<file path="src/common/cipher_ctrl_pkg.sv">
////////////////////////////////////////
// Cipher control package
// Shared enums, structs and round counts
////////////////////////////////////////

package cipher_ctrl_pkg;

  // Round counter width and round counts per key length
  localparam int unsigned RND_CTR_W = 4;
  localparam logic [RND_CTR_W-1:0] NUM_ROUNDS_128 = 4'd10;
  localparam logic [RND_CTR_W-1:0] NUM_ROUNDS_192 = 4'd12;
  localparam logic [RND_CTR_W-1:0] NUM_ROUNDS_256 = 4'd14;

  typedef enum logic {
    CIPH_FWD = 1'b0,
    CIPH_INV = 1'b1
  } ciph_op_e;

  // One-hot key length
  typedef enum logic [2:0] {
    AES_128 = 3'b001,
    AES_192 = 3'b010,
    AES_256 = 3'b100
  } key_len_e;

  typedef enum logic [2:0] {
    CIPHER_IDLE,
    CIPHER_INIT,
    CIPHER_ROUND,
    CIPHER_FINISH,
    CIPHER_CLEAR_S,
    CIPHER_CLEAR_KD,
    CIPHER_ERROR
  } cipher_state_e;

  // Which add-round-key word selection applies this cycle
  typedef enum logic [1:0] {
    KEY_PHASE_NONE,
    KEY_PHASE_INIT,
    KEY_PHASE_ROUND
  } key_phase_e;

  ////////////////////////////////////////
  // Datapath selectors
  ////////////////////////////////////////

  typedef enum logic [1:0] {STATE_ROUND, STATE_INIT, STATE_CLEAR} state_sel_e;
  typedef enum logic [1:0] {ADD_RK_INIT, ADD_RK_ROUND, ADD_RK_FINAL} add_rk_sel_e;
  typedef enum logic [1:0] {
    KEY_FULL_ENC_INIT,
    KEY_FULL_DEC_INIT,
    KEY_FULL_ROUND,
    KEY_FULL_CLEAR
  } key_full_sel_e;
  typedef enum logic {KEY_DEC_EXPAND, KEY_DEC_CLEAR} key_dec_sel_e;
  typedef enum logic [1:0] {
    KEY_WORDS_0123,
    KEY_WORDS_2345,
    KEY_WORDS_4567,
    KEY_WORDS_ZERO
  } key_words_sel_e;
  typedef enum logic {ROUND_KEY_DIRECT, ROUND_KEY_MIXED} round_key_sel_e;

  ////////////////////////////////////////
  // Bundled command and control
  ////////////////////////////////////////

  typedef struct packed {
    logic     crypt;
    logic     dec_key_gen;
    logic     key_clear;
    logic     data_out_clear;
    ciph_op_e op;
    key_len_e key_len;
  } cipher_cmd_t;

  typedef struct packed {
    state_sel_e  state_sel;
    logic        state_we;
    add_rk_sel_e add_rk_sel;
    logic        sub_bytes_en;
    logic        sub_bytes_out_ack;
  } state_ctrl_t;

  typedef struct packed {
    key_full_sel_e  key_full_sel;
    logic           key_full_we;
    key_dec_sel_e   key_dec_sel;
    logic           key_dec_we;
    logic           key_expand_en;
    logic           key_expand_out_ack;
    logic           key_expand_clear;
    key_words_sel_e key_words_sel;
    round_key_sel_e round_key_sel;
  } key_ctrl_t;

endpackage
</file>
<file path="src/design/cipher_ctrl_top.sv">
////////////////////////////////////////
// Cipher control top
// FSM with command, counter, key select
////////////////////////////////////////

module cipher_ctrl_top import cipher_ctrl_pkg::*; (
  input  logic                 clk_i,
  input  logic                 rst_ni,
  input  logic                 in_valid_i,
  output logic                 in_ready_o,
  input  cipher_cmd_t          cmd_i,
  output logic                 out_valid_o,
  input  logic                 out_ready_i,
  input  logic                 sub_bytes_out_req_i,
  input  logic                 key_expand_out_req_i,
  input  logic                 alert_fatal_i,
  output state_ctrl_t          state_ctrl_o,
  output key_ctrl_t            key_ctrl_o,
  output logic [RND_CTR_W-1:0] rnd_ctr_o,
  output logic                 alert_o
);

  cipher_cmd_t    cmd_q;
  logic           cmd_load, cmd_done;
  logic           rnd_start, rnd_inc, last_round, rnd_err;
  key_phase_e     key_phase;
  key_words_sel_e key_words_sel;
  round_key_sel_e round_key_sel;
  key_full_sel_e  key_full_init_sel;

  cipher_ctrl_fsm u_fsm (
    .clk_i, .rst_ni, .in_valid_i, .in_ready_o, .cmd_i,
    .cmd_q_i             (cmd_q),
    .out_valid_o, .out_ready_i, .sub_bytes_out_req_i, .key_expand_out_req_i,
    .alert_fatal_i,
    .last_round_i        (last_round),
    .rnd_err_i           (rnd_err),
    .key_words_sel_i     (key_words_sel),
    .round_key_sel_i     (round_key_sel),
    .key_full_init_sel_i (key_full_init_sel),
    .cmd_load_o          (cmd_load),
    .cmd_done_o          (cmd_done),
    .rnd_start_o         (rnd_start),
    .rnd_inc_o           (rnd_inc),
    .key_phase_o         (key_phase),
    .state_ctrl_o, .key_ctrl_o, .alert_o
  );

  cipher_cmd_reg u_cmd_reg (
    .clk_i, .rst_ni, .cmd_i,
    .cmd_load_i (cmd_load),
    .cmd_done_i (cmd_done),
    .cmd_q_o    (cmd_q)
  );

  // Round count comes from the command being accepted
  cipher_rnd_ctr u_rnd_ctr (
    .clk_i, .rst_ni,
    .key_len_i    (cmd_i.key_len),
    .rnd_start_i  (rnd_start),
    .rnd_inc_i    (rnd_inc),
    .rnd_ctr_o,
    .last_round_o (last_round),
    .rnd_err_o    (rnd_err)
  );

  cipher_key_sel u_key_sel (
    .op_i                (cmd_q.op),
    .key_len_i           (cmd_q.key_len),
    .key_phase_i         (key_phase),
    .key_words_sel_o     (key_words_sel),
    .round_key_sel_o     (round_key_sel),
    .key_full_init_sel_o (key_full_init_sel)
  );

endmodule

</file>
<file path="src/design/cipher_ctrl/cipher_ctrl_fsm.sv">
////////////////////////////////////////
// Cipher control FSM
// Sequences load, rounds, finish, clear
// and the terminal error state
////////////////////////////////////////

module cipher_ctrl_fsm import cipher_ctrl_pkg::*; (
  input  logic           clk_i,
  input  logic           rst_ni,
  // Command handshake
  input  logic           in_valid_i,
  output logic           in_ready_o,
  input  cipher_cmd_t    cmd_i,
  input  cipher_cmd_t    cmd_q_i,
  // Completion handshake
  output logic           out_valid_o,
  input  logic           out_ready_i,
  // Datapath strobes
  input  logic           sub_bytes_out_req_i,
  input  logic           key_expand_out_req_i,
  input  logic           alert_fatal_i,
  // Round counter
  input  logic           last_round_i,
  input  logic           rnd_err_i,
  // Key selectors
  input  key_words_sel_e key_words_sel_i,
  input  round_key_sel_e round_key_sel_i,
  input  key_full_sel_e  key_full_init_sel_i,
  // Strobes to the helper blocks
  output logic           cmd_load_o,
  output logic           cmd_done_o,
  output logic           rnd_start_o,
  output logic           rnd_inc_o,
  output key_phase_e     key_phase_o,
  // Datapath control
  output state_ctrl_t    state_ctrl_o,
  output key_ctrl_t      key_ctrl_o,
  output logic           alert_o
);

  cipher_state_e state_d, state_q;
  logic          advance;
  logic          key_gen;

  // Key generation runs without touching the state
  assign key_gen = cmd_q_i.dec_key_gen;

  always_comb begin
    state_d      = state_q;
    in_ready_o   = 1'b0;
    out_valid_o  = 1'b0;
    cmd_load_o   = 1'b0;
    cmd_done_o   = 1'b0;
    rnd_start_o  = 1'b0;
    rnd_inc_o    = 1'b0;
    key_phase_o  = KEY_PHASE_NONE;
    alert_o      = 1'b0;
    advance      = 1'b0;
    // Datapath defaults
    state_ctrl_o = '{state_sel: STATE_ROUND, add_rk_sel: ADD_RK_ROUND, default: 1'b0};
    key_ctrl_o   = '{key_full_sel: KEY_FULL_ROUND, key_dec_sel: KEY_DEC_EXPAND,
                     key_words_sel: KEY_WORDS_ZERO, round_key_sel: ROUND_KEY_DIRECT,
                     default: 1'b0};

    unique case (state_q)
      CIPHER_IDLE: begin
        in_ready_o = 1'b1;
        if (in_valid_i) begin
          cmd_load_o = 1'b1;
          if (cmd_i.key_clear || cmd_i.data_out_clear) begin
            // Data output clear needs a cleared state first
            state_d = cmd_i.data_out_clear ? CIPHER_CLEAR_S : CIPHER_CLEAR_KD;
          end else if (cmd_i.crypt || cmd_i.dec_key_gen) begin
            // Load input data, or clear state for key generation
            state_ctrl_o.state_sel   = cmd_i.dec_key_gen ? STATE_CLEAR : STATE_INIT;
            state_ctrl_o.state_we    = 1'b1;
            key_ctrl_o.key_expand_clear = 1'b1;
            // Full key, always the encryption key for key generation
            key_ctrl_o.key_full_sel  = (cmd_i.dec_key_gen || cmd_i.op == CIPH_FWD) ?
                                       KEY_FULL_ENC_INIT : KEY_FULL_DEC_INIT;
            key_ctrl_o.key_full_we   = 1'b1;
            rnd_start_o = 1'b1;
            state_d     = CIPHER_INIT;
          end else begin
            // Handshake without any command flag
            state_d = CIPHER_ERROR;
          end
        end
      end

      CIPHER_INIT: begin
        key_phase_o = key_gen ? KEY_PHASE_NONE : KEY_PHASE_INIT;
        state_ctrl_o.add_rk_sel = ADD_RK_INIT;
        // AES-256 has its first two round keys ready at once
        if (cmd_q_i.key_len != AES_256) begin
          key_ctrl_o.key_expand_en = 1'b1;
          advance = key_expand_out_req_i;
          key_ctrl_o.key_expand_out_ack = advance;
          key_ctrl_o.key_full_we = advance;
        end else begin
          advance = 1'b1;
        end
        if (advance) begin
          state_ctrl_o.state_we = ~key_gen;
          rnd_inc_o = 1'b1;
          state_d   = CIPHER_ROUND;
        end
      end

      CIPHER_ROUND: begin
        key_phase_o = key_gen ? KEY_PHASE_NONE : KEY_PHASE_ROUND;
        state_ctrl_o.sub_bytes_en = ~key_gen;
        key_ctrl_o.key_expand_en  = 1'b1;
        // Wait for KeyExpand, and SubBytes unless generating a key
        advance = key_expand_out_req_i & (key_gen | sub_bytes_out_req_i);
        if (advance) begin
          state_ctrl_o.sub_bytes_out_ack = ~key_gen;
          state_ctrl_o.state_we          = ~key_gen;
          key_ctrl_o.key_expand_out_ack  = 1'b1;
          key_ctrl_o.key_full_we         = 1'b1;
          rnd_inc_o = 1'b1;
          if (last_round_i) begin
            state_d = CIPHER_FINISH;
            if (key_gen) begin
              // Decryption start key ready, try to hand over right away
              key_ctrl_o.key_dec_we = 1'b1;
              out_valid_o = 1'b1;
              if (out_ready_i) begin
                cmd_done_o = 1'b1;
                state_d    = CIPHER_IDLE;
              end
            end
          end
        end
      end

      CIPHER_FINISH: begin
        key_phase_o = key_gen ? KEY_PHASE_NONE : KEY_PHASE_ROUND;
        // Final round skips MixColumns
        state_ctrl_o.add_rk_sel   = ADD_RK_FINAL;
        state_ctrl_o.state_sel    = STATE_CLEAR;
        state_ctrl_o.sub_bytes_en = ~key_gen;
        out_valid_o = key_gen | sub_bytes_out_req_i;
        if (out_valid_o && out_ready_i) begin
          // Output taken, wipe the state
          state_ctrl_o.sub_bytes_out_ack = ~key_gen;
          state_ctrl_o.state_we          = ~key_gen;
          cmd_done_o = 1'b1;
          state_d    = CIPHER_IDLE;
        end
      end

      CIPHER_CLEAR_S: begin
        state_ctrl_o.state_sel = STATE_CLEAR;
        state_ctrl_o.state_we  = 1'b1;
        state_d = CIPHER_CLEAR_KD;
      end

      CIPHER_CLEAR_KD: begin
        if (cmd_q_i.key_clear) begin
          key_ctrl_o.key_full_sel = KEY_FULL_CLEAR;
          key_ctrl_o.key_full_we  = 1'b1;
          key_ctrl_o.key_dec_sel  = KEY_DEC_CLEAR;
          key_ctrl_o.key_dec_we   = 1'b1;
        end
        // Cleared state passes through to the data output
        if (cmd_q_i.data_out_clear) begin
          state_ctrl_o.add_rk_sel = ADD_RK_INIT;
        end
        out_valid_o = 1'b1;
        if (out_ready_i) begin
          cmd_done_o = 1'b1;
          state_d    = CIPHER_IDLE;
        end
      end

      CIPHER_ERROR: begin
        alert_o = 1'b1;
      end

      default: begin
        alert_o = 1'b1;
        state_d = CIPHER_ERROR;
      end
    endcase

    // Word and round-key selection follow the phase
    key_ctrl_o.key_words_sel = key_words_sel_i;
    if (key_phase_o != KEY_PHASE_NONE) begin
      key_ctrl_o.round_key_sel = round_key_sel_i;
    end

    // Counter fault or external alert is terminal
    if (rnd_err_i || alert_fatal_i) begin
      state_d = CIPHER_ERROR;
    end
  end

  always_ff @(posedge clk_i or negedge rst_ni) begin
    if (!rst_ni) begin
      state_q <= CIPHER_IDLE;
    end else begin
      state_q <= state_d;
    end
  end

  ////////////////////////////////////////
  // Assertions
  ////////////////////////////////////////

  a_state_valid: assert property (@(posedge clk_i) disable iff (!rst_ni)
    state_q inside {CIPHER_IDLE, CIPHER_INIT, CIPHER_ROUND, CIPHER_FINISH,
                    CIPHER_CLEAR_S, CIPHER_CLEAR_KD, CIPHER_ERROR});

  // Completion stays offered until taken, unless an error cuts in
  a_out_valid_hold: assert property (@(posedge clk_i) disable iff (!rst_ni)
    (out_valid_o && !out_ready_i && !alert_fatal_i && !rnd_err_i) |=> out_valid_o);

  a_ready_idle: assert property (@(posedge clk_i) disable iff (!rst_ni)
    in_ready_o |-> state_q == CIPHER_IDLE);

  // Full key loaded on acceptance agrees with the held command's decode
  a_full_key_init: assert property (@(posedge clk_i) disable iff (!rst_ni)
    (state_q == CIPHER_INIT && $past(state_q) == CIPHER_IDLE && !key_gen) |->
      $past(key_ctrl_o.key_full_sel) == key_full_init_sel_i);

endmodule

</file>
<file path="src/design/cipher_ctrl/cipher_key_sel.sv">
////////////////////////////////////////
// Key selector decode
// Key words, round key and initial key
////////////////////////////////////////

module cipher_key_sel import cipher_ctrl_pkg::*; (
  input  ciph_op_e       op_i,
  input  key_len_e       key_len_i,
  input  key_phase_e     key_phase_i,
  output key_words_sel_e key_words_sel_o,
  output round_key_sel_e round_key_sel_o,
  output key_full_sel_e  key_full_init_sel_o
);

  logic inv;

  assign inv = (op_i == CIPH_INV);

  always_comb begin
    key_words_sel_o = KEY_WORDS_ZERO;
    unique case (key_phase_i)
      // Initial add-round-key, inverse starts from the top words
      KEY_PHASE_INIT: begin
        unique case (key_len_i)
          AES_128: key_words_sel_o = KEY_WORDS_0123;
          AES_192: key_words_sel_o = inv ? KEY_WORDS_2345 : KEY_WORDS_0123;
          AES_256: key_words_sel_o = inv ? KEY_WORDS_4567 : KEY_WORDS_0123;
          default: key_words_sel_o = KEY_WORDS_ZERO;
        endcase
      end
      // Regular and final rounds, forward uses the newest words
      KEY_PHASE_ROUND: begin
        unique case (key_len_i)
          AES_128: key_words_sel_o = KEY_WORDS_0123;
          AES_192: key_words_sel_o = inv ? KEY_WORDS_0123 : KEY_WORDS_2345;
          AES_256: key_words_sel_o = inv ? KEY_WORDS_0123 : KEY_WORDS_4567;
          default: key_words_sel_o = KEY_WORDS_ZERO;
        endcase
      end
      default: key_words_sel_o = KEY_WORDS_ZERO;
    endcase
  end

  // Equivalent inverse cipher needs mixed round keys
  assign round_key_sel_o = inv ? ROUND_KEY_MIXED : ROUND_KEY_DIRECT;

  // Decryption starts from the stored decryption key
  assign key_full_init_sel_o = inv ? KEY_FULL_DEC_INIT : KEY_FULL_ENC_INIT;

endmodule

</file>
<file path="src/design/cipher_ctrl/cipher_rnd_ctr.sv">
////////////////////////////////////////
// Round counter
// Counts rounds and flags counter faults
////////////////////////////////////////

module cipher_rnd_ctr import cipher_ctrl_pkg::*; (
  input  logic                 clk_i,
  input  logic                 rst_ni,
  input  key_len_e             key_len_i,
  input  logic                 rnd_start_i,
  input  logic                 rnd_inc_i,
  output logic [RND_CTR_W-1:0] rnd_ctr_o,
  output logic                 last_round_o,
  output logic                 rnd_err_o
);

  logic [RND_CTR_W-1:0] rnd_ctr_q;
  logic [RND_CTR_W-1:0] num_rounds_d, num_rounds_q;

  // Round count by key length
  always_comb begin
    unique case (key_len_i)
      AES_128: num_rounds_d = NUM_ROUNDS_128;
      AES_192: num_rounds_d = NUM_ROUNDS_192;
      default: num_rounds_d = NUM_ROUNDS_256;
    endcase
  end

  always_ff @(posedge clk_i or negedge rst_ni) begin
    if (!rst_ni) begin
      rnd_ctr_q    <= '0;
      num_rounds_q <= NUM_ROUNDS_128;
    end else if (rnd_start_i) begin
      rnd_ctr_q    <= '0;
      num_rounds_q <= num_rounds_d;
    end else if (rnd_inc_i) begin
      rnd_ctr_q    <= rnd_ctr_q + 1'b1;
    end
  end

  assign rnd_ctr_o = rnd_ctr_q;

  // Last regular round, the final round follows
  assign last_round_o = rnd_ctr_q >= (num_rounds_q - 1'b1);

  // Counter can never legally pass the round count
  assign rnd_err_o = rnd_ctr_q > num_rounds_q;

  a_start_inc_excl: assert property (@(posedge clk_i) disable iff (!rst_ni)
    !(rnd_start_i && rnd_inc_i));

endmodule

</file>
<file path="src/design/cipher_ctrl/cipher_cmd_reg.sv">
////////////////////////////////////////
// Command register
// Holds the accepted command until done
////////////////////////////////////////

module cipher_cmd_reg import cipher_ctrl_pkg::*; (
  input  logic        clk_i,
  input  logic        rst_ni,
  input  cipher_cmd_t cmd_i,
  input  logic        cmd_load_i,
  input  logic        cmd_done_i,
  output cipher_cmd_t cmd_q_o
);

  cipher_cmd_t cmd_d, cmd_q;
  logic        clear_req;

  // Clear commands take priority over crypt and key generation
  assign clear_req = cmd_i.key_clear | cmd_i.data_out_clear;

  always_comb begin
    cmd_d = cmd_q;
    if (cmd_load_i) begin
      cmd_d = cmd_i;
      // Key generation wins over a crypt request
      cmd_d.crypt       = cmd_i.crypt & ~cmd_i.dec_key_gen & ~clear_req;
      cmd_d.dec_key_gen = cmd_i.dec_key_gen & ~clear_req;
    end else if (cmd_done_i) begin
      // Operation and key length stay for the datapath
      cmd_d.crypt          = 1'b0;
      cmd_d.dec_key_gen    = 1'b0;
      cmd_d.key_clear      = 1'b0;
      cmd_d.data_out_clear = 1'b0;
    end
  end

  always_ff @(posedge clk_i or negedge rst_ni) begin
    if (!rst_ni) begin
      cmd_q <= '{op: CIPH_FWD, key_len: AES_128, default: 1'b0};
    end else begin
      cmd_q <= cmd_d;
    end
  end

  assign cmd_q_o = cmd_q;

  a_load_done_excl: assert property (@(posedge clk_i) disable iff (!rst_ni)
    !(cmd_load_i && cmd_done_i));

endmodule

</file>
<file path="config.mk">
export PLATFORM = sky130hd
export DESIGN_NAME = cipher_ctrl_top
export DESIGN_NICKNAME = d
export VERILOG_FILES = /design/src/common/cipher_ctrl_pkg.sv /design/src/design/cipher_ctrl_top.sv /design/src/design/cipher_ctrl/cipher_ctrl_fsm.sv /design/src/design/cipher_ctrl/cipher_key_sel.sv /design/src/design/cipher_ctrl/cipher_rnd_ctr.sv /design/src/design/cipher_ctrl/cipher_cmd_reg.sv
export SDC_FILE = /design/constraint.sdc
export NUM_CORES = 1
export LEC_CHECK = 0
export BUFFER_PORTS_ARGS = -buffer_cell sky130_fd_sc_hd__buf_4
export CAP_MARGIN = 20
export CORE_ASPECT_RATIO = 0.5
export CORE_MARGIN = 2
export CORE_UTILIZATION = 40
export DETAILED_ROUTE_END_ITERATION = 8
export GPL_ROUTABILITY_DRIVEN = 0
export RECOVER_POWER = 50
export SLEW_MARGIN = 20
export SYNTH_ARGS = -nofsm -noshare
export SYNTH_HDL_FRONTEND = slang
export SYNTH_SLANG_ARGS = --single-unit
</file>
<file path="constraint.sdc">
create_clock -name clk_i -period 5.8 [get_ports clk_i]
set_clock_uncertainty 0.2 [all_clocks]
set_input_delay 1.16 -clock clk_i [delete_from_list [all_inputs] [get_ports clk_i]]
set_output_delay 1.16 -clock clk_i [all_outputs]
set_load 0.02 [all_outputs]
</file>
# [Word level (Yosys, flattened, before mapping)]
# Index checks and enable logic that the tools add are counted.
[totals] word_cells=130 ff_bits=18
[classes] bitwise_logic=7 add_sub_neg=2 reduce_logical=13 n_eq_ne=21 order_cmp=2 n_mux=77
[op_table] cell="two-way mux 3 bit" count=17
[op_table] cell="two-way mux 1 bit" count=33
[op_table] cell="one-hot mux 2 bit (2 select lines)" count=6
[op_table] cell="one-hot mux 3 bit (7 select lines)" count=1
[op_table] cell="one-hot mux 2 bit (3 select lines)" count=3
[op_table] cell="two-way mux 2 bit" count=7
[op_table] cell="== test 3 x 2 -> 1 bit (second input constant)" count=4
[op_table] cell="== test 3 bit (second input constant)" count=4
[op_table] cell="two-way mux 4 bit" count=3
[op_table] cell="== test 3 x 1 -> 1 bit (second input constant)" count=3
[op_table] cell="inequality test 3 x 1 -> 1 bit (second input constant)" count=3
[op_table] cell="inequality test 3 x 2 -> 1 bit (second input constant)" count=3
[op_table] cell="AND reduction 7 bit" count=1
[op_table] cell="one-hot mux 1 bit (3 select lines)" count=2
[op_table] cell="one-hot mux 3 bit (2 select lines)" count=1
[op_table] cell="nonzero test 2 bit" count=3
[op_table] cell="OR reduction 6 bit" count=1
[op_table] cell="one-hot mux 1 bit (5 select lines)" count=1
[op_table] cell="adder 4 x 1 -> 4 bit (second input constant)" count=1
[op_table] cell=">= comparator 4 bit" count=1
[op_table] cell="greater-than comparator 4 bit" count=1
[op_table] cell="logical OR 1 bit" count=4
[op_table] cell="one-hot mux 1 bit (2 select lines)" count=2
[op_table] cell="one-hot mux 1 bit (4 select lines)" count=1
[op_table] cell="11 further kinds" count=16

# [Depth between registers and ports, before layout]
# Gate-level depths: netlist (run 1).
[logic_depth] depth_word=7 mapped_depth=10 mapped_depth_nobuf=8

# [Modules after synthesis]
# Synthesis (run 1) repeated with hierarchy kept, for this count alone.
[unflattened] cells_unflattened=179 hier_area_um2=1503.9
[by_module_without_submodules] module="cipher_ctrl_fsm" instances=1 seq_area_each_um2=75.1 cells_each=93 area_per_inst_um2=624.3
[by_module_without_submodules] module="cipher_rnd_ctr" instances=1 seq_area_each_um2=151.4 cells_each=43 area_per_inst_um2=392.9
[by_module_without_submodules] module="cipher_cmd_reg" instances=1 seq_area_each_um2=201.4 cells_each=20 area_per_inst_um2=319.1
[by_module_without_submodules] module="cipher_key_sel" instances=1 seq_area_each_um2=0.0 cells_each=23 area_per_inst_um2=167.7

# [Worst setup path after synthesis (run 1)]
# Ideal clock, no wire load.
[synth_timing] path_type="input -> output" start="input cmd_i[5] (netlist bit)" end="output key_ctrl_o[9] (netlist bit)" required_ns=4.440 cell_stages=5 arrival_ns=2.329 path_slack_ns=2.111 path_cell_list="nor2_1 -> nand3_1 -> nor3b_1 -> nand2_1 -> nand2_1"
[synth_rtl] element="from (decl)" line="cipher_ctrl_top.sv:11" source="input cipher_cmd_t cmd_i,"
[synth_rtl] element="to (decl)" line="cipher_ctrl_top.sv:18" source="output key_ctrl_t key_ctrl_o,"

==> results of run 1 <==
==> power by group <==
part	switching (mW)	leakage (nW)	internal [mW]
Sequential	0.0107	0.195	0.119
Combinational	0.0266	0.557	0.0203
Clock	0.0404	0.0288	0.0603
==> state kept, by name (all words and copies together) (netlist names) <==
register,count
u_cmd_reg.cmd_q_o,7
u_fsm.state_q,3
u_rnd_ctr.num_rounds_q,2
u_rnd_ctr.rnd_ctr_o,4
==> worst max-delay path by stage <==
stage	depth (start not counted)	slack [ps]	start	end
3_3_place_gp	7	2100	sub_bytes_out_req_i	state_ctrl_o[4]
4_1_cts	9	1980	u_fsm.state_q[1]	key_ctrl_o[1]
6_report	5	1420	cmd_i[6]	key_ctrl_o[8]
5_1_grt	5	1190	cmd_i[6]	key_ctrl_o[8]
2_1_floorplan	5	2110	cmd_i[5]	key_ctrl_o[9]
3_5_place_dp	7	2080	sub_bytes_out_req_i	state_ctrl_o[4]
==> layout make-up <==
class | instances | area share [%]
sequential | 16 | 23.4
inverter | 9 | 1.96
timing repair buffer | 39 | 15.7
tap | 51 | 3.71
multi-input combinational | 136 | 52.0
clock buffer | 4 | 3.20
==> cells in the mapped netlist (2+ instances only) <==
library cell	n
dfrtp_1	14
xnor2_1	2
buf_6	2
o311ai_1	2
nand2_1	15
nand3_1	5
nor3b_1	7
nor2b_1	7
buf_2	3
nand3b_1	2
o21ai_1	2
a22o_1	3
nor3_1	3
and2_1	2
a21oi_1	12
nor2_1	16
o211ai_1	3
dfstp_2	2
mux2i_1	3
ha_1	10
mux2_2	4
nor4b_1	2
o21ai_2	2
inv_1	8
o21ai_0	12
nand2b_1	4
and3_1	2
clkbuf_1	2
buf_4	2
==> critical path: stages <==
cell      delay, ps
clkbuf_1        130
o21ai_0         790
clkinv_1        350
or3_1           420
buf_4           160
==> per-layer routing <==
layer / vias up / GRT usage [%]
met5: - / 0
met4: 0 / 3.08
met3: 4 / 5.62
met2: 27 / 28.8
met1: 628 / 28.2
li1: 678 / -
==> logic make-up (layout without fill, tap and decap cells) <==
group	count (synthesis)	after routing	share of synthesized area [%]
buf+inv	18	52	6.71
xor+xnor	2	2	1.25
mux	7	7	5.37
fa+ha+maj	10	10	8.94
simple gates	72	72	28.4
flops	16	16	28.8
compound gates	45	45	20.6
==> metrics by stage <==
stage          hold slack, ps  power (mW)  worst slack, ps
3_5_place_dp              301       0.184             2080
5_1_grt                   350       0.296             1190
6_report                  311       0.277             1420
3_3_place_gp              289       0.183             2100
4_1_cts                   316       0.285             1980
2_1_floorplan             266       0.156             2110
==> out/summary.txt, run 1 <==
Status -> complete, no violations
Design Area, Final -> 1720 µm²
Post-synth net total -> 195
Site Rows -> 15
Fin crit period -> 4380 ps
Endpoints failing setup -> 0
DIE AREA -> 4010 µm²
Clock latency at the later pin of the worst-skew pair -> 250 ps
Vert. Die Dim -> 45.8 µm
DRT iter0 DRCs -> 111
Antenna-violating nets left -> 0
Final Hold Fails -> 0
Fillers -> 342
Multi-input gate area -> 896 µm²
Crit start category -> primary input
Largest net degree at the start of global routing -> 29
Detailed Route WL -> 3490 µm
Metal-1 WL -> 1830 µm
RSZ-0062 raised after global routing -> no
Metal3 WL -> 138 µm
Reg2Reg Capture Point -> u_rnd_ctr.rnd_ctr_o[1]
Setup TNS -> 0 ps
Vias in the first global route -> 1237
Commonest non-fill, non-tap cell in the layout -> buf_4
Layout cells sized above 1 -> 24.0%
Inst Count DP -> 251
Post-synth top area cell -> dfrtp_1
FF-to-FF path depth -> 5
Crit path max fanout -> 8
Critical path class -> primary input to output pin
HP Class -> register to register
Vias -> 1337
Slew @ Worst Pin -> 971 ps
Fin util -> 50.7%
Vias per inst -> 5.24
Hold_buf cts -> 0
Top FF cell, synth -> dfrtp_1
WHS Endpoint -> u_cmd_reg.cmd_q_o[4]
EDFF count, synth -> 0
Reg2reg start -> u_fsm.state_q[2]
Post-synthesis sequential area ratio -> 28.8%
TritonCTS clock tree -> built
Leakage -> 0.781 nW
IO Count -> 40
Initial antenna violation count -> 0
Cts repair resizes -> 0
Synth-to-layout area growth -> 23.1%
Worst slew margin -> 34.6%
Max IR drop VDD -> 0.102 mV
Area contributors post-synth -> dfrtp_1 25%, ha_1 8.9%, a21oi_1 4.3%
Crit path arrival time -> 3020 ps
Pwr Density -> 161 nW/µm²
Port Buf Inserts -> 39
Netlist cell types -> 46
Final worst path period share -> 75.5%
CTS root buffer -> clkbuf_8
Register-to-register setup slack -> 3230 ps
Core Box Area -> 3400 µm²
Final cell count without fillers -> 255
Commonest cells after routing, fill and taps aside -> 33 x buf_4, 16 x nor2_1, 16 x nand2_1
Drt drc -> 0
Post-detail-place hpwl -> 2690 µm
Top sig layer -> met4
Clock-pin slew on the worst setup and hold paths -> 70 ps
Max-Cap Viols -> 0
Synth Cell Area -> 1400 µm²
Drt wl/cell -> 13.7 µm
Post-synth top area share -> 25.0%
Final net count -> 230
Fmax -> 0.228 GHz
Detailed Routing Iterations Pass 1 -> 4
Total gr overflow -> 0
Count of pins over their slew limit -> 0
First-pass GRT wire length -> 5840 µm
CTS Buf Count -> 3
Routed wl met2 -> 1490 µm
H-tree depth -> 1
Placed inst area -> 1700 µm²
Crit end category -> output pin
Gate Count Post-Synth -> 170
Die W -> 87.6 µm
Hold Crit Start -> u_cmd_reg.cmd_q_o[4]
Worst hold path depth -> 1
Syn avg cell area -> 8.23 µm²
Reg area -> 403 µm²
Deepest clock path buffer count -> 2
CP required -> 4440 ps
CTS Sinks -> 16
Postcts setup bufs -> 0
Total Routing Usage GR -> 19.3%
#FFs+latches synth -> 16
Initial Util -> 41.2%
Inserted Diodes -> 0
Async S/R FF share, synth -> 100%
Synthesis Warnings -> 0
No activity file was read; power rests on OpenSTA's default activity.
==> inputs of run 2 (changes only) <==
PLACE_DENSITY = 0.67   (was not set)
clock period = 3.9 ns   (was 5.8 ns; I/O delays follow)
==> run 2 against run 1 <==
Critical path depth up 4. Setup slack worse by 930 ps. Count of clock-buffer cells in the layout unchanged. Non-clock buffer count unchanged. Utilization down 0.074 points. Global-route usage down 0.71 points. Cell count unchanged. First-iteration DRC count up 25%.
==> out/summary.txt, run 2 (synthesis results as in run 1) <==
P_sw -> 0.119 mW
Vert. Die Dim -> 45.8 µm
Inserted Diodes -> 0
Worst slew margin -> 39.8%
Clock-pin slew on the worst setup and hold paths -> 70 ps
Final net count -> 230
Port Buf Inserts -> 39
Pwr Density -> 242 nW/µm²
CTS Buf Count -> 3
Core Box Area -> 3400 µm²
Int Pwr -> 0.297 mW
Fmax -> 0.293 GHz
Reg power frac -> 46.1%
HP Class -> register to register
Deepest clock path buffer count -> 2
Initial antenna violation count -> 0
Cts repair resizes -> 0
Fillers -> 343
Setup TNS -> 0 ps
Drt wl/cell -> 13.4 µm
Crit start category -> register
Vias in the first global route -> 1175
Commonest non-fill, non-tap cell in the layout -> buf_4
Fin crit period -> 3410 ps
Critical path class -> register to output pin
Layout cells sized above 1 -> 24.5%
Count of pins over their slew limit -> 0
Crit path arrival time -> 2430 ps
Final Hold Fails -> 0
Tot Pwr -> 0.416 mW
Die W -> 87.6 µm
Site Rows -> 15
First-pass GRT wire length -> 5600 µm
Postcts setup bufs -> 0
Place WS -> 775 ps
Total gr overflow -> 0
Leakage -> 0.786 nW
Status -> complete, no violations
Sw frac -> 28.5%
DRT iter0 DRCs -> 139
Max reg flops -> 7
Worst setup margin -> 490 ps
IO Count -> 40
Reg area -> 403 µm²
TritonCTS clock tree -> built
Vias per inst -> 5.25
RSZ-0062 raised after global routing -> no
CTS Sinks -> 16
WHS -> 312 ps
Largest net degree at the start of global routing -> 29
Initial Util -> 41.2%
Detailed Routing Iterations Pass 1 -> 4
Post-detail-place hpwl -> 2660 µm
Antenna-violating nets left -> 0
Synth-to-layout area growth -> 22.9%
Clock latency at the later pin of the worst-skew pair -> 260 ps
Max IR drop VDD -> 0.168 mV
Commonest cells after routing, fill and taps aside -> 34 x buf_4, 16 x nor2_1, 15 x nand2_1
Crit path max fanout -> 22
Max-Cap Viols -> 0
Endpoints failing setup -> 0
Slew @ Worst Pin -> 902 ps
H-tree depth -> 1
Clock power share -> 36.6%
Comb pwr share -> 17.3%
Final worst path period share -> 87.4%
CP required -> 2920 ps
Total Routing Usage GR -> 18.6%
Hold_buf cts -> 0
DIE AREA -> 4010 µm²
Multi-input gate area -> 890 µm²
Detailed Route WL -> 3420 µm
Vias -> 1339
Fin util -> 50.6%
Crit end category -> output pin
CTS root buffer -> clkbuf_8
Drt drc -> 0
==> run 2: cell count changes in the layout (fill, tap and decap cells not counted), sizes merged <==
cell    delta
clkinv     -1
clkbuf     -1
inv        +1
buf        +1
==> run 2: final timing paths <==
check	start	end	slack [ps]	cells past startpoint
worst max-delay path	u_fsm.state_q[1]	key_ctrl_o[2]	490	9
worst min-delay path	u_rnd_ctr.num_rounds_q[1]	u_rnd_ctr.num_rounds_q[1]	310	2
worst max register to register	u_fsm.state_q[1]	u_cmd_reg.cmd_q_o[4]	1480	5
worst min register to register	u_rnd_ctr.num_rounds_q[1]	u_rnd_ctr.num_rounds_q[1]	310	2
max in group asynchronous	rst_ni	u_cmd_reg.cmd_q_o[1]	2520	1
min in group asynchronous	rst_ni	u_fsm.state_q[1]	420	1
==> run 2: routing by layer <==
metal  share of wire [%]  global-route usage [%]  vias up
met5                   0                       0        -
met4                 1.2                    5.85        0
met3                 3.6                    5.07        5
met2                  45                    27.9       25
met1                  50                    26.2      632
li1                    -                       -      677
==> run 2: power groups by stage <==
stage	Clock [mW]	Combinational [mW]	Sequential, mW
after floorplan	0	0.0315	0.200
after global placement	0	0.0779	0.195
after global routing	0.164	0.0828	0.194
final	0.152	0.0718	0.192
after CTS	0.159	0.0800	0.192
after detailed placement	0	0.0793	0.195
==> run 2: final cells by class <==
cell class                      instances  area share, %
Tap cell                               51           3.71
Clock buffer                            4           3.20
Timing Repair Buffer                   39           15.9
Inverter                                9           1.97
Sequential cell                        16           23.4
Multi-Input combinational cell        136           51.7
==> run 2: per-stage QoR <==
| step | cell area [µm²] | instances |
|---|---|---|
| after floorplan | 1400 | 170 |
| after global placement | 1700 | 251 |
| after detailed placement | 1700 | 251 |
| after CTS | 1750 | 255 |
| after global routing | 1720 | 255 |
| final | 1720 | 255 |
==> run 2: worst max-delay path: stages, from the launching register on <==
cell and delay (ps):
dfrtp_1 600, nand2b_1 300, nor3_1 270, inv_1 110, ha_1 220, mux2i_1 170
a21oi_1 90, o21ai_0 170, nand2b_1 70, buf_4 150
==> inputs of run 3 (changes only) <==
GPL_TIMING_DRIVEN = 0   (was not set)
==> run 3 against run 2 <==
Sequential share of layout area down 0.84 points. Highest routed layer unchanged. Power down 1.3%. Clock power down 3%.
==> out/summary.txt, run 3 (synthesis results as in run 1) <==
Status -> complete, no violations
Layout cells sized above 1 -> 26.8%
DIE AREA -> 4010 µm²
CTS Sinks -> 16
Crit path max-delay family -> compound AO/OA/AOI/OAI gates
CP required -> 2920 ps
Inserted Diodes -> 0
Commonest non-fill, non-tap cell in the layout -> buf_4
Final Hold Fails -> 0
FF-to-FF path depth -> 6
CTS Buf Count -> 3
Total Routing Usage GR -> 19.5%
Vias in the first global route -> 1226
Crit path max fanout -> 8
Max reg flops -> 7
Met3 Usage GRT -> 3.80%
Detailed Routing Iterations Pass 1 -> 4
Detailed Route WL -> 3570 µm
Core Box Area -> 3400 µm²
Initial Util -> 41.2%
Final cell count without fillers -> 264
Crit end category -> output pin
Antenna-violating nets left -> 0
Post-detail-place hpwl -> 2810 µm
Crit path arrival time -> 2560 ps
Inst Count DP -> 260
CP Buf/Inv Count -> 3
Drt wl/cell -> 13.5 µm
Port Buf Inserts -> 39
HP Class -> register to register
Commonest cells after routing, fill and taps aside -> 35 x buf_4, 16 x nor2_1, 15 x nand2_1
CTS root buffer -> clkbuf_8
Fin crit period -> 3540 ps
Endpoints failing setup -> 0
Crit start category -> primary input
Count of pins over their slew limit -> 0
Largest net degree at the start of global routing -> 17
Vias -> 1389
RSZ-0062 raised after global routing -> no
Drt drc -> 0
TritonCTS clock tree -> built
Initial antenna violation count -> 0
Slew @ Worst Pin -> 1160 ps
CP Depth -> 5
Cell Chain, Critical Path -> clkbuf_1 -> o21ai_0 -> inv_2 -> or3_1 -> buf_4
Slowest cell on crit path -> o21ai_0
Max-Cap Viols -> 0
Cts repair resizes -> 0
Hold_buf cts -> 0
Clock latency at the later pin of the worst-skew pair -> 250 ps
IO Count -> 40
Final worst path period share -> 90.7%
Vias per inst -> 5.26
Leakage -> 0.820 nW
Fmax -> 0.283 GHz
Fillers -> 356
Critical path class -> primary input to output pin
Total gr overflow -> 0
First-pass GRT wire length -> 6040 µm
H-tree depth -> 1
M1 GR Usage -> 28.5%
Met2 GRT Util -> 30.3%
Setup TNS -> 0 ps
Slowest stage delay, CP -> 930 ps
Clock-pin slew on the worst setup and hold paths -> 60 ps
Worst slew margin -> 21.6%
Synth-to-layout area growth -> 27.5%
Site Rows -> 15
Die W -> 87.6 µm
Vert. Die Dim -> 45.8 µm
GR peak layer -> met2
Deepest clock path buffer count -> 2
Worst hold path depth -> 2
Max IR drop VDD -> 0.131 mV
Postcts setup bufs -> 0
Pwr Density -> 230 nW/µm²
DRT iter0 DRCs -> 80
Final net count -> 239
[run 3: changes by cell type in the layout (fill, tap and decap cells not counted)]
cell,change
buf_2,+2
buf_4,+1
buf_6,+2
clkbuf_1,+4
nor3_1,-1
nor3_2,+1
or4_1,-1
or4_4,+1
[run 3: path summary, 6_finish.rpt]
check / start / end / slack (ps)
max: cmd_i[6] / key_ctrl_o[8] / 360
min: u_rnd_ctr.num_rounds_q[1] / u_rnd_ctr.num_rounds_q[1] / 310
max reg2reg: u_fsm.state_q[0] / u_rnd_ctr.num_rounds_q[2] / 1560
min reg2reg: u_rnd_ctr.num_rounds_q[1] / u_rnd_ctr.num_rounds_q[1] / 310
max in group asynchronous: rst_ni / u_cmd_reg.cmd_q_o[2] / 2510
min in group asynchronous: rst_ni / u_fsm.state_q[2] / 430
[run 3: report_power, final]
group          switching [mW]  total, mW  internal, mW  leakage, nW
sequential             0.0145      0.191         0.177        0.195
clock                  0.0588      0.148        0.0896       0.0288
combinational          0.0402     0.0710        0.0308        0.596
total                   0.113      0.411         0.297        0.820
[run 3: worst reg2reg max path, stage by stage (launching register included)]
cell     delay [ps]
dfrtp_1         390
buf_6           150
nor3_2          220
and3_1          200
o21ai_0         410
nor4b_1         510
a21oi_1          90
[run 3: routing by layer]
metal,vias up,routed length (µm)
met5,-,0
li1,698,-
met3,4,175
met4,0,20
met2,33,1650
met1,654,1720
[run 3: per-stage QoR]
stage / hold slack (ps) / setup WS, ps / util [%] / instance area, µm² / power, mW
final: 314 / 361 / 52.5 / 1780 / 0.411
after global routing: 327 / 194 / 52.5 / 1780 / 0.433
after CTS: 185 / 435 / 53.3 / 1810 / 0.425
after detailed placement: 293 / 721 / 51.7 / 1760 / 0.273
after global placement: 286 / 750 / 51.7 / 1760 / 0.270
after floorplan: 266 / 971 / - / 1400 / 0.232
[run 3: cell type report]
| type | instances | area, µm² | area share [%] |
|---|---|---|---|
| buffer | 9 | 58.8 | 3.30 |
| clock buffer | 4 | 55.1 | 3.09 |
| inverter | 9 | 33.8 | 1.89 |
| multi-input combinational | 136 | 898 | 50.4 |
| sequential | 16 | 403 | 22.6 |
| tap | 51 | 63.8 | 3.58 |
| timing repair buffer | 39 | 270 | 15.2 |
